$ cat config.mk
export PLATFORM = sky130hd
export DESIGN_NAME = muldiv_unit
export DESIGN_NICKNAME = d
export VERILOG_FILES = /design/src/muldiv_pkg.sv /design/src/mul.sv /design/src/div.sv /design/src/muldiv_ctrl.sv /design/src/muldiv_unit.sv
export SDC_FILE = /design/constraint.sdc
export NUM_CORES = 2
export LEC_CHECK = 0
export ABC_AREA = 1
export BUFFER_PORTS_ARGS = -buffer_cell sky130_fd_sc_hd__buf_4
export CAP_MARGIN = 20
export CORE_ASPECT_RATIO = 1.2
export CORE_MARGIN = 2
export CORE_UTILIZATION = 50
export CTS_CLUSTER_SIZE = 16
export DETAILED_ROUTE_END_ITERATION = 8
export GPL_ROUTABILITY_DRIVEN = 0
export HOLD_SLACK_MARGIN = 0.06
export PLACE_DENSITY = 0.65
export SLEW_MARGIN = 0
export SYNTH_ARGS = -nofsm -noshare
export SYNTH_HDL_FRONTEND = slang
export SYNTH_SLANG_ARGS = --single-unit
export TNS_END_PERCENT = 20
$ cat constraint.sdc
create_clock -name clk -period 15.6 [get_ports clk]
set_clock_uncertainty 0.2 [all_clocks]
set_input_delay 4.68 -clock clk [delete_from_list [all_inputs] [get_ports clk]]
set_output_delay 4.68 -clock clk [all_outputs]
set_load 0.01 [all_outputs]
$ cat src/muldiv_pkg.sv
//==========================================================================
// Shared types and operation encoding for the RV32 M-extension execute unit.
// Compile it ahead of the modules that import it.
//==========================================================================

package muldiv_pkg;

    // the multiplier works on halves of this width
    localparam int half_w = 16;

    // operand or result word
    typedef logic [2*half_w-1:0] word_t;

    // bit 0 marks operand A as signed and bit 1 marks operand B as signed
    typedef logic [1:0] signed_mode_t;

    // accumulator of the 17x17 multiply-accumulate
    // two sign-extended halves need 34 bits and the extra bit keeps the sum from wrapping
    typedef logic [2*half_w+2:0] mac_t;

    // the values follow funct3 of the M instructions
    typedef enum logic [2:0] {
        op_mul    = 3'b000,
        op_mulh   = 3'b001,
        op_mulhsu = 3'b010,
        op_mulhu  = 3'b011,
        op_div    = 3'b100,
        op_divu   = 3'b101,
        op_rem    = 3'b110,
        op_remu   = 3'b111
    } muldiv_op_e;

endpackage

$ cat src/mul.sv
//==========================================================================
// Multi-cycle 32x32 multiplier built around one 17x17 multiply-accumulate.
// Partial products run low-low, low-high, high-low, high-high and the
// sequence stops early for short operands or for a low-word result.
//==========================================================================

`timescale 1ns/1ps

module mul (
    input  logic                     clk,
    input  logic                     reset_n,
    input  logic                     stall_i,
    input  muldiv_pkg::word_t        first_operand_i,
    input  muldiv_pkg::word_t        second_operand_i,
    input  muldiv_pkg::signed_mode_t signed_mode_i,
    input  logic                     enable_i,
    input  logic                     mul_low_i,
    input  logic                     single_cycle_i,
    output logic                     hold_o,
    output muldiv_pkg::word_t        result_o
);

    import muldiv_pkg::*;

    typedef enum logic [1:0] {
        st_al_bl,
        st_al_bh,
        st_ah_bl,
        st_ah_bh
    } mul_state_e;

    mul_state_e      state_q;
    mul_state_e      state_d;
    logic            last_cycle;
    logic            freeze;
    logic            signed_mult;
    logic [half_w:0] op_al;
    logic [half_w:0] op_ah;
    logic [half_w:0] op_bl;
    logic [half_w:0] op_bh;
    logic [half_w:0] op_a;
    logic [half_w:0] op_b;
    mac_t            accum;
    mac_t            mac_sum;
    mac_t            mac_next;
    mac_t            mac_q;

    always_comb begin
        case (state_q)
            st_al_bl: state_d = enable_i ? st_al_bh : st_al_bl;
            st_al_bh: state_d = single_cycle_i ? st_al_bl : st_ah_bl;
            st_ah_bl: state_d = mul_low_i ? st_al_bl : st_ah_bh;
            st_ah_bh: state_d = st_al_bl;
            default:  state_d = st_al_bl;
        endcase
    end

    assign last_cycle = (state_q == st_ah_bh)
                     || (state_q == st_ah_bl && mul_low_i)
                     || (state_q == st_al_bh && single_cycle_i);

    assign hold_o = enable_i && !last_cycle;

    // the pipeline may hold the result only while it is on the output
    assign freeze = stall_i && last_cycle;

    always_ff @(posedge clk or negedge reset_n) begin
        if (!reset_n) begin
            state_q <= st_al_bl;
        end else if (!freeze) begin
            state_q <= state_d;
        end
    end

    // low halves carry a sign bit only when the whole operand fits in one half
    assign op_al = {single_cycle_i && signed_mode_i[0] && first_operand_i[half_w-1],
                    first_operand_i[half_w-1:0]};
    assign op_ah = {signed_mode_i[0] && first_operand_i[2*half_w-1],
                    first_operand_i[2*half_w-1:half_w]};
    assign op_bl = {single_cycle_i && signed_mode_i[1] && second_operand_i[half_w-1],
                    second_operand_i[half_w-1:0]};
    assign op_bh = {signed_mode_i[1] && second_operand_i[2*half_w-1],
                    second_operand_i[2*half_w-1:half_w]};

    assign op_a = (state_q inside {st_al_bl, st_al_bh}) ? op_al : op_ah;
    assign op_b = (state_q inside {st_al_bl, st_ah_bl}) ? op_bl : op_bh;

    assign signed_mult = (signed_mode_i != 2'b00);

    always_comb begin
        case (state_q)
            st_al_bl: accum = '0;
            st_al_bh: accum = mac_t'(mac_q[2*half_w-1:half_w]);
            st_ah_bl: accum = mul_low_i ? mac_t'(mac_q[2*half_w-1:half_w]) : mac_q;
            // middle sum shifted down one half with its sign carried along
            st_ah_bh: accum = {{(half_w+1){signed_mult && mac_q[2*half_w+1]}},
                               mac_q[2*half_w+1:half_w]};
            default:  accum = '0;
        endcase
    end

    assign mac_sum = $signed(op_a) * $signed(op_b) + $signed(accum);

    always_comb begin
        mac_next = mac_sum;
        if (state_q == st_al_bh && single_cycle_i) begin
            // short operands are complete after the low-low product
            mac_next = mac_q;
        end else if (mul_low_i && (state_q inside {st_al_bh, st_ah_bl})) begin
            // for a low word only the lower half of each cross term matters
            mac_next = mac_t'({mac_sum[half_w-1:0], mac_q[half_w-1:0]});
        end
    end

    always_ff @(posedge clk) begin
        if (!freeze) begin
            mac_q <= mac_next;
        end
    end

    assign result_o = mac_next[2*half_w-1:0];

endmodule

$ cat src/div.sv
//==========================================================================
// Serial restoring divider for DIV, DIVU, REM and REMU.
// One load cycle, 32 shift-subtract steps and one result cycle.
// Divide by zero and signed overflow finish in the first cycle.
//==========================================================================

`timescale 1ns/1ps

module div (
    input  logic              clk,
    input  logic              reset_n,
    input  logic              stall_i,
    input  muldiv_pkg::word_t dividend_i,
    input  muldiv_pkg::word_t divisor_i,
    input  logic              enable_i,
    input  logic              signed_i,
    input  logic              rem_i,
    output logic              hold_o,
    output muldiv_pkg::word_t result_o
);

    import muldiv_pkg::*;

    localparam int word_w = $bits(word_t);
    localparam int step_w = $clog2(word_w);

    typedef enum logic [1:0] {
        st_idle,
        st_run,
        st_done
    } div_state_e;

    div_state_e          state_q;
    logic [step_w-1:0]   step_q;
    logic                div_zero;
    logic                overflow;
    logic                special;
    logic                neg_a;
    logic                neg_b;
    word_t               abs_a;
    word_t               abs_b;
    word_t               special_result;
    word_t               final_result;
    word_t               rem_q;
    word_t               quo_q;
    word_t               divisor_q;
    logic                neg_quo_q;
    logic                neg_rem_q;
    logic [word_w:0]     rem_shift;
    logic [word_w+1:0]   trial;

    assign div_zero = (divisor_i == '0);
    assign overflow = signed_i
                   && (dividend_i == {1'b1, {(word_w-1){1'b0}}})
                   && (divisor_i == '1);
    assign special  = div_zero || overflow;

    always_comb begin
        if (div_zero) begin
            special_result = rem_i ? dividend_i : '1;
        end else begin
            special_result = rem_i ? '0 : dividend_i;
        end
    end

    assign neg_a = signed_i && dividend_i[word_w-1];
    assign neg_b = signed_i && divisor_i[word_w-1];
    assign abs_a = neg_a ? -dividend_i : dividend_i;
    assign abs_b = neg_b ? -divisor_i : divisor_i;

    // next dividend bit shifts into the partial remainder each step
    assign rem_shift = {rem_q, quo_q[word_w-1]};
    assign trial     = {1'b0, rem_shift} - {2'b00, divisor_q};

    always_ff @(posedge clk or negedge reset_n) begin
        if (!reset_n) begin
            state_q <= st_idle;
            step_q  <= '0;
        end else begin
            case (state_q)
                st_idle: begin
                    step_q <= '0;
                    if (enable_i && !special) begin
                        state_q <= st_run;
                    end
                end
                st_run: begin
                    step_q <= step_q + 1'b1;
                    if (step_q == step_w'(word_w - 1)) begin
                        state_q <= st_done;
                    end
                end
                st_done: begin
                    if (!stall_i) begin
                        state_q <= st_idle;
                    end
                end
                default: state_q <= st_idle;
            endcase
        end
    end

    always_ff @(posedge clk) begin
        if (state_q == st_idle) begin
            rem_q     <= '0;
            quo_q     <= abs_a;
            divisor_q <= abs_b;
            neg_quo_q <= neg_a ^ neg_b;
            neg_rem_q <= neg_a;
        end else if (state_q == st_run) begin
            quo_q <= {quo_q[word_w-2:0], !trial[word_w+1]};
            if (!trial[word_w+1]) begin
                rem_q <= trial[word_w-1:0];
            end else begin
                rem_q <= rem_shift[word_w-1:0];
            end
        end
    end

    // the remainder takes the sign of the dividend
    always_comb begin
        if (rem_i) begin
            final_result = neg_rem_q ? -rem_q : rem_q;
        end else begin
            final_result = neg_quo_q ? -quo_q : quo_q;
        end
    end

    assign result_o = (state_q == st_idle) ? special_result : final_result;

    assign hold_o = enable_i && !((state_q == st_idle && special) || state_q == st_done);

endmodule

$ cat src/muldiv_ctrl.sv
//==========================================================================
// Operation decode for the multiply/divide unit.
// Steers the unit enables and modes, spots short MUL operands and picks
// busy and result from the active unit.
//==========================================================================

`timescale 1ns/1ps

module muldiv_ctrl (
    input  logic                     op_valid_i,
    input  muldiv_pkg::muldiv_op_e   op_i,
    input  muldiv_pkg::word_t        operand_a_i,
    input  muldiv_pkg::word_t        operand_b_i,
    input  logic                     mul_hold_i,
    input  muldiv_pkg::word_t        mul_result_i,
    input  logic                     div_hold_i,
    input  muldiv_pkg::word_t        div_result_i,
    output logic                     mul_enable_o,
    output muldiv_pkg::signed_mode_t signed_mode_o,
    output logic                     mul_low_o,
    output logic                     single_cycle_o,
    output logic                     div_enable_o,
    output logic                     div_signed_o,
    output logic                     div_rem_o,
    output logic                     busy_o,
    output muldiv_pkg::word_t        result_o
);

    import muldiv_pkg::*;

    logic is_div;
    logic a_zext;
    logic a_sext;
    logic b_zext;
    logic b_sext;

    assign is_div = op_i inside {op_div, op_divu, op_rem, op_remu};

    // an upper half that only repeats bit 15 makes the operand fit a 17-bit half
    assign a_zext = (operand_a_i[2*half_w-1:half_w] == '0);
    assign a_sext = (operand_a_i[2*half_w-1:half_w] == '1) && operand_a_i[half_w-1];
    assign b_zext = (operand_b_i[2*half_w-1:half_w] == '0);
    assign b_sext = (operand_b_i[2*half_w-1:half_w] == '1) && operand_b_i[half_w-1];

    assign mul_enable_o   = op_valid_i && !is_div;
    assign div_enable_o   = op_valid_i && is_div;
    assign mul_low_o      = (op_i == op_mul);
    assign single_cycle_o = mul_low_o && (a_zext || a_sext) && (b_zext || b_sext);
    assign div_signed_o   = op_i inside {op_div, op_rem};
    assign div_rem_o      = op_i inside {op_rem, op_remu};

    always_comb begin
        case (op_i)
            // the low word ignores signedness so each operand's mode follows its extension
            op_mul:    signed_mode_o = {b_sext, a_sext};
            op_mulh:   signed_mode_o = 2'b11;
            op_mulhsu: signed_mode_o = 2'b01;
            default:   signed_mode_o = 2'b00;
        endcase
    end

    assign busy_o   = is_div ? div_hold_i : mul_hold_i;
    assign result_o = is_div ? div_result_i : mul_result_i;

endmodule

$ cat src/muldiv_unit.sv
//==========================================================================
// Top level of the RV32 M-extension execute unit.
// The pipeline holds op_valid_i and the operands until busy_o drops and
// takes the result on a cycle without stall_i.
//==========================================================================

`timescale 1ns/1ps

module muldiv_unit (
    input  logic                   clk,
    input  logic                   reset_n,
    input  logic                   op_valid_i,
    input  muldiv_pkg::muldiv_op_e op_i,
    input  muldiv_pkg::word_t      operand_a_i,
    input  muldiv_pkg::word_t      operand_b_i,
    input  logic                   stall_i,
    output logic                   busy_o,
    output muldiv_pkg::word_t      result_o
);

    import muldiv_pkg::*;

    logic         mul_enable;
    signed_mode_t signed_mode;
    logic         mul_low;
    logic         single_cycle;
    logic         div_enable;
    logic         div_signed;
    logic         div_rem;
    logic         mul_hold;
    word_t        mul_result;
    logic         div_hold;
    word_t        div_result;

    muldiv_ctrl u_muldiv_ctrl (
        .op_valid_i     (op_valid_i),
        .op_i           (op_i),
        .operand_a_i    (operand_a_i),
        .operand_b_i    (operand_b_i),
        .mul_hold_i     (mul_hold),
        .mul_result_i   (mul_result),
        .div_hold_i     (div_hold),
        .div_result_i   (div_result),
        .mul_enable_o   (mul_enable),
        .signed_mode_o  (signed_mode),
        .mul_low_o      (mul_low),
        .single_cycle_o (single_cycle),
        .div_enable_o   (div_enable),
        .div_signed_o   (div_signed),
        .div_rem_o      (div_rem),
        .busy_o         (busy_o),
        .result_o       (result_o)
    );

    mul u_mul (
        .clk              (clk),
        .reset_n          (reset_n),
        .stall_i          (stall_i),
        .first_operand_i  (operand_a_i),
        .second_operand_i (operand_b_i),
        .signed_mode_i    (signed_mode),
        .enable_i         (mul_enable),
        .mul_low_i        (mul_low),
        .single_cycle_i   (single_cycle),
        .hold_o           (mul_hold),
        .result_o         (mul_result)
    );

    div u_div (
        .clk        (clk),
        .reset_n    (reset_n),
        .stall_i    (stall_i),
        .dividend_i (operand_a_i),
        .divisor_i  (operand_b_i),
        .enable_i   (div_enable),
        .signed_i   (div_signed),
        .rem_i      (div_rem),
        .hold_o     (div_hold),
        .result_o   (div_result)
    );

endmodule

==> results.yml <==
yosys:
  synthArstFlopShare_pct: 6.383
  ys_types: 56
  ys_seq_elements: 141
  synth.avg_cell_area_um2: 6.842
  yosys.area.top_type: "fa_1"
  ys_top_cells_by_area: "fa_1 (25%), nand2_1 (15%), inv_1 (11%)"
  netlist.area_leader.share_pct: 24.91
  netlist_area_um2: 27400
  ys_seq_area_share_pct: 14.12
  synth_cells: 4005
  syn_nets: 4561
  yosys_most_used_dff: "edfxtp_1"
  synth_edf_count: 100
  yosysWarningCount: 0
worst_setup_path:
  r2r-start: "u_mul.state_q[0]"
  crit_type: "in -> out"
  cpMaxStageDelayCell: "fa_1"
  r2r_slack_ns: 7.01
  slowest_delay_ns: 0.50
  cp_num_buf_inv: 13
  reg2reg_depth: 32
  worstPathRequired_ns: 10.72
  cpMostUsedCell: "fa_1"
  critPathCaptureType: "output pin"
  crit_start: "operand_a_i[22]"
  crit_fanout: 5
  cp.depth: 40
  path_delay_family: "adder cells"
  arrival_ns: 11.02
  start_kind: "primary input"
  crit_path_end: "result_o[31]"
  r2r_end: "u_mul.mac_q[32]"
clock_tree:
  clk_path_buf_depth: 2
  cts-buffers-inserted: 17
  htreeDepth: 4
  cts.clk_slew.worst_paths_ns: 0.07
  holdBufCountCts: 0
  cts_tree: "done"
  cts_root_buf: "clkbuf_16"
  clock-sinks: 141
  clk-insertion-delay-late_ns: 0.47
timing:
  finalMaxSlewViolations: 0
  setup_ws_ns: -0.2970
  relSlewSlack_pct: 27.42
  worstMarginPinSlew_ns: 1.087
  hold_viol_final: 0
  fin_crit_sh_pct: 101.9
  setup-violations-final: 19
  rsz0062_at_grt: "true"
  final.min_clock_period_ns: 15.90
  fmax_mhz: 62.91
placement:
  place_hpwl_um: 84150
  port-buffer-count: 103
  place_area_um2: 31320
finish:
  antenna_cells: 0
  final_area_um2: 33580
  syn2layout_area_growth_pct: 22.55
  nNetsFinal: 4964
  drive_gt1_share_pct: 19.48
worst_hold_path:
  hp-class: "reg -> reg"
floorplan:
  rows: 94
  die_h_um: 260.4
  boundaryPins: 104
  start_util_pct: 50.32
  dieArea_um2: 56700
  die_w_um: 217.7
  core_area_um2: 54450
detailed_routing:
  wl_per_cell_um: 19.96
  drtAntennaViolNets: 0
  viasPerCell: 5.482
  drt_iter0_drc: 2609
  drtPass1Iterations: 6
  routed-via-count: 28180
  drc: 0
  drt_wl_total_um: 102600
grt:
  overflow: 0
  antenna_found_initial: 1
  grt_pass1_vias: 27750
  groute.usage.overall_pct: 36.59
  grt_max_degree: 101
  grt_pass1_wl_um: 155800
flow_run:
  drv_cap: 0
run_status:
  violations: "negative setup slack"
  outcome: "finished with violations"
[logic make-up (layout without fill, tap and decap cells)]
family | Yosys count | in the layout | synth area share (%)
flip-flops | 141 | 141 | 14.12
AND/OR/NAND/NOR | 1912 | 1912 | 29.16
AO/OA/AOI/OAI | 445 | 445 | 9.324
XOR/XNOR | 83 | 83 | 2.653
buffers and inverters | 939 | 1355 | 13.26
adder cells (fa/ha/maj) | 485 | 485 | 31.49
[layer usage]
metal	GRT usage (%)	vias up	wire length [µm]
met1	40.83	13350	36300
met5	0	-	0
met3	4.056	412	6550
met4	28.42	0	9531
li1	-	13160	-
met2	63.85	1261	50250
[registers in the layout, indices dropped and copies added (netlist names)]
name / count
u_div.divisor_q: 32
u_div.neg_quo_q: 1
u_div.neg_rem_q: 1
u_div.quo_q: 32
u_div.rem_q: 32
u_div.state_q: 2
u_div.step_q: 5
u_mul.mac_q: 34
u_mul.state_q: 2
[worst register-to-register path: cells and delay by family (launching register included)]
kind | cells | cell delay [ns]
flip-flops | 1 | 0.36
adder cells (fa/ha/maj) | 8 | 3.92
AO/OA/AOI/OAI | 5 | 1.19
AND/OR/NAND/NOR | 7 | 0.68
buffers and inverters | 12 | 2.03
[cells in the final DEF (no fill, tap or decap), types with 36 or more instances in the layout]
cell / synthesis / final
fa_1: 341 / 326
ha_1: 144 / 121
inv_1: 803 / 771
nand2_2: 16 / 65
xor2_1: 57 / 56
a21oi_1: 147 / 129
nand2_1: 1067 / 1002
nor2_4: 2 / 36
o21ai_0: 168 / 154
nor2_1: 397 / 350
nand4_1: 60 / 60
buf_4: 4 / 463
edfxtp_1: 100 / 100
o21ai_1: 31 / 37
nand3_1: 277 / 259
[synthesized netlist by cell type, types with 3 or more instances]
library cell	instances
a21boi_1	5
a21o_1	4
a21oi_1	147
a21oi_2	6
a31oi_1	3
and2_1	7
buf_1	9
buf_2	24
buf_4	4
buf_6	4
buf_8	3
clkbuf_1	72
clkinv_1	9
dfrtp_1	9
dfxtp_1	32
edfxtp_1	100
fa_1	341
ha_1	144
inv_1	803
inv_2	11
nand2_1	1067
nand2_2	16
nand3_1	277
nand3b_1	6
nand4_1	60
nor2_1	397
nor2_2	20
nor3_1	34
nor3_2	3
nor4_1	7
o211ai_1	9
o21a_1	7
o21ai_0	168
o21ai_1	31
o21ai_2	14
o21bai_1	14
o22ai_1	6
o22ai_2	10
o31ai_1	15
or2_1	3
or2_2	4
xnor2_1	26
xor2_1	57
[timing repair]
action | CTS | global route
buffers inserted | 28 | 29
gates resized for setup | 143 | 178
pin swaps | 70 | 101
endpoints found under the setup margin | 23 | 24
[metrics by stage]
stage	utilization (%)	setup WS (ns)	hold slack [ns]	std cells	TNS, ns
global route	61.67	-0.5444	0.3411	5141	-8.986
CTS	60.08	-0.3740	0.3253	5112	-4.811
global placement	57.51	-0.6737	0.2997	5052	-10.55
detailed placement	57.51	-0.7598	0.3082	5052	-11.96
finish	61.67	-0.2970	0.3241	5141	-4.039
floorplan	-	0.01713	0.2641	4005	0
[how the worst min path moves through the flow]
stage / start / to / slack, ns / cells after the start
final: u_div.step_q[4] / u_div.step_q[4] / 0.32 / 1
after global routing: u_div.step_q[4] / u_div.step_q[4] / 0.34 / 1
after CTS: u_div.step_q[4] / u_div.step_q[4] / 0.33 / 1
after detailed placement: u_div.step_q[4] / u_div.step_q[4] / 0.31 / 1
after global placement: u_div.step_q[4] / u_div.step_q[4] / 0.30 / 1
after floorplan: u_div.rem_q[30] / u_div.rem_q[30] / 0.26 / 2
[final cells by class]
class	count	area, µm²
Clock buffer	22	510.5
Clock inverter	10	93.84
Timing Repair Buffer	500	4031
Multi-Input combinational cell	2925	21050
Fill cell	5049	20880
Inverter	823	3124
Tap cell	720	900.9
Sequential cell	141	3869
Power is left out: the tool's default activity adds up to more than one toggle a clock period on the data nets, which glitch-free logic cannot reach.
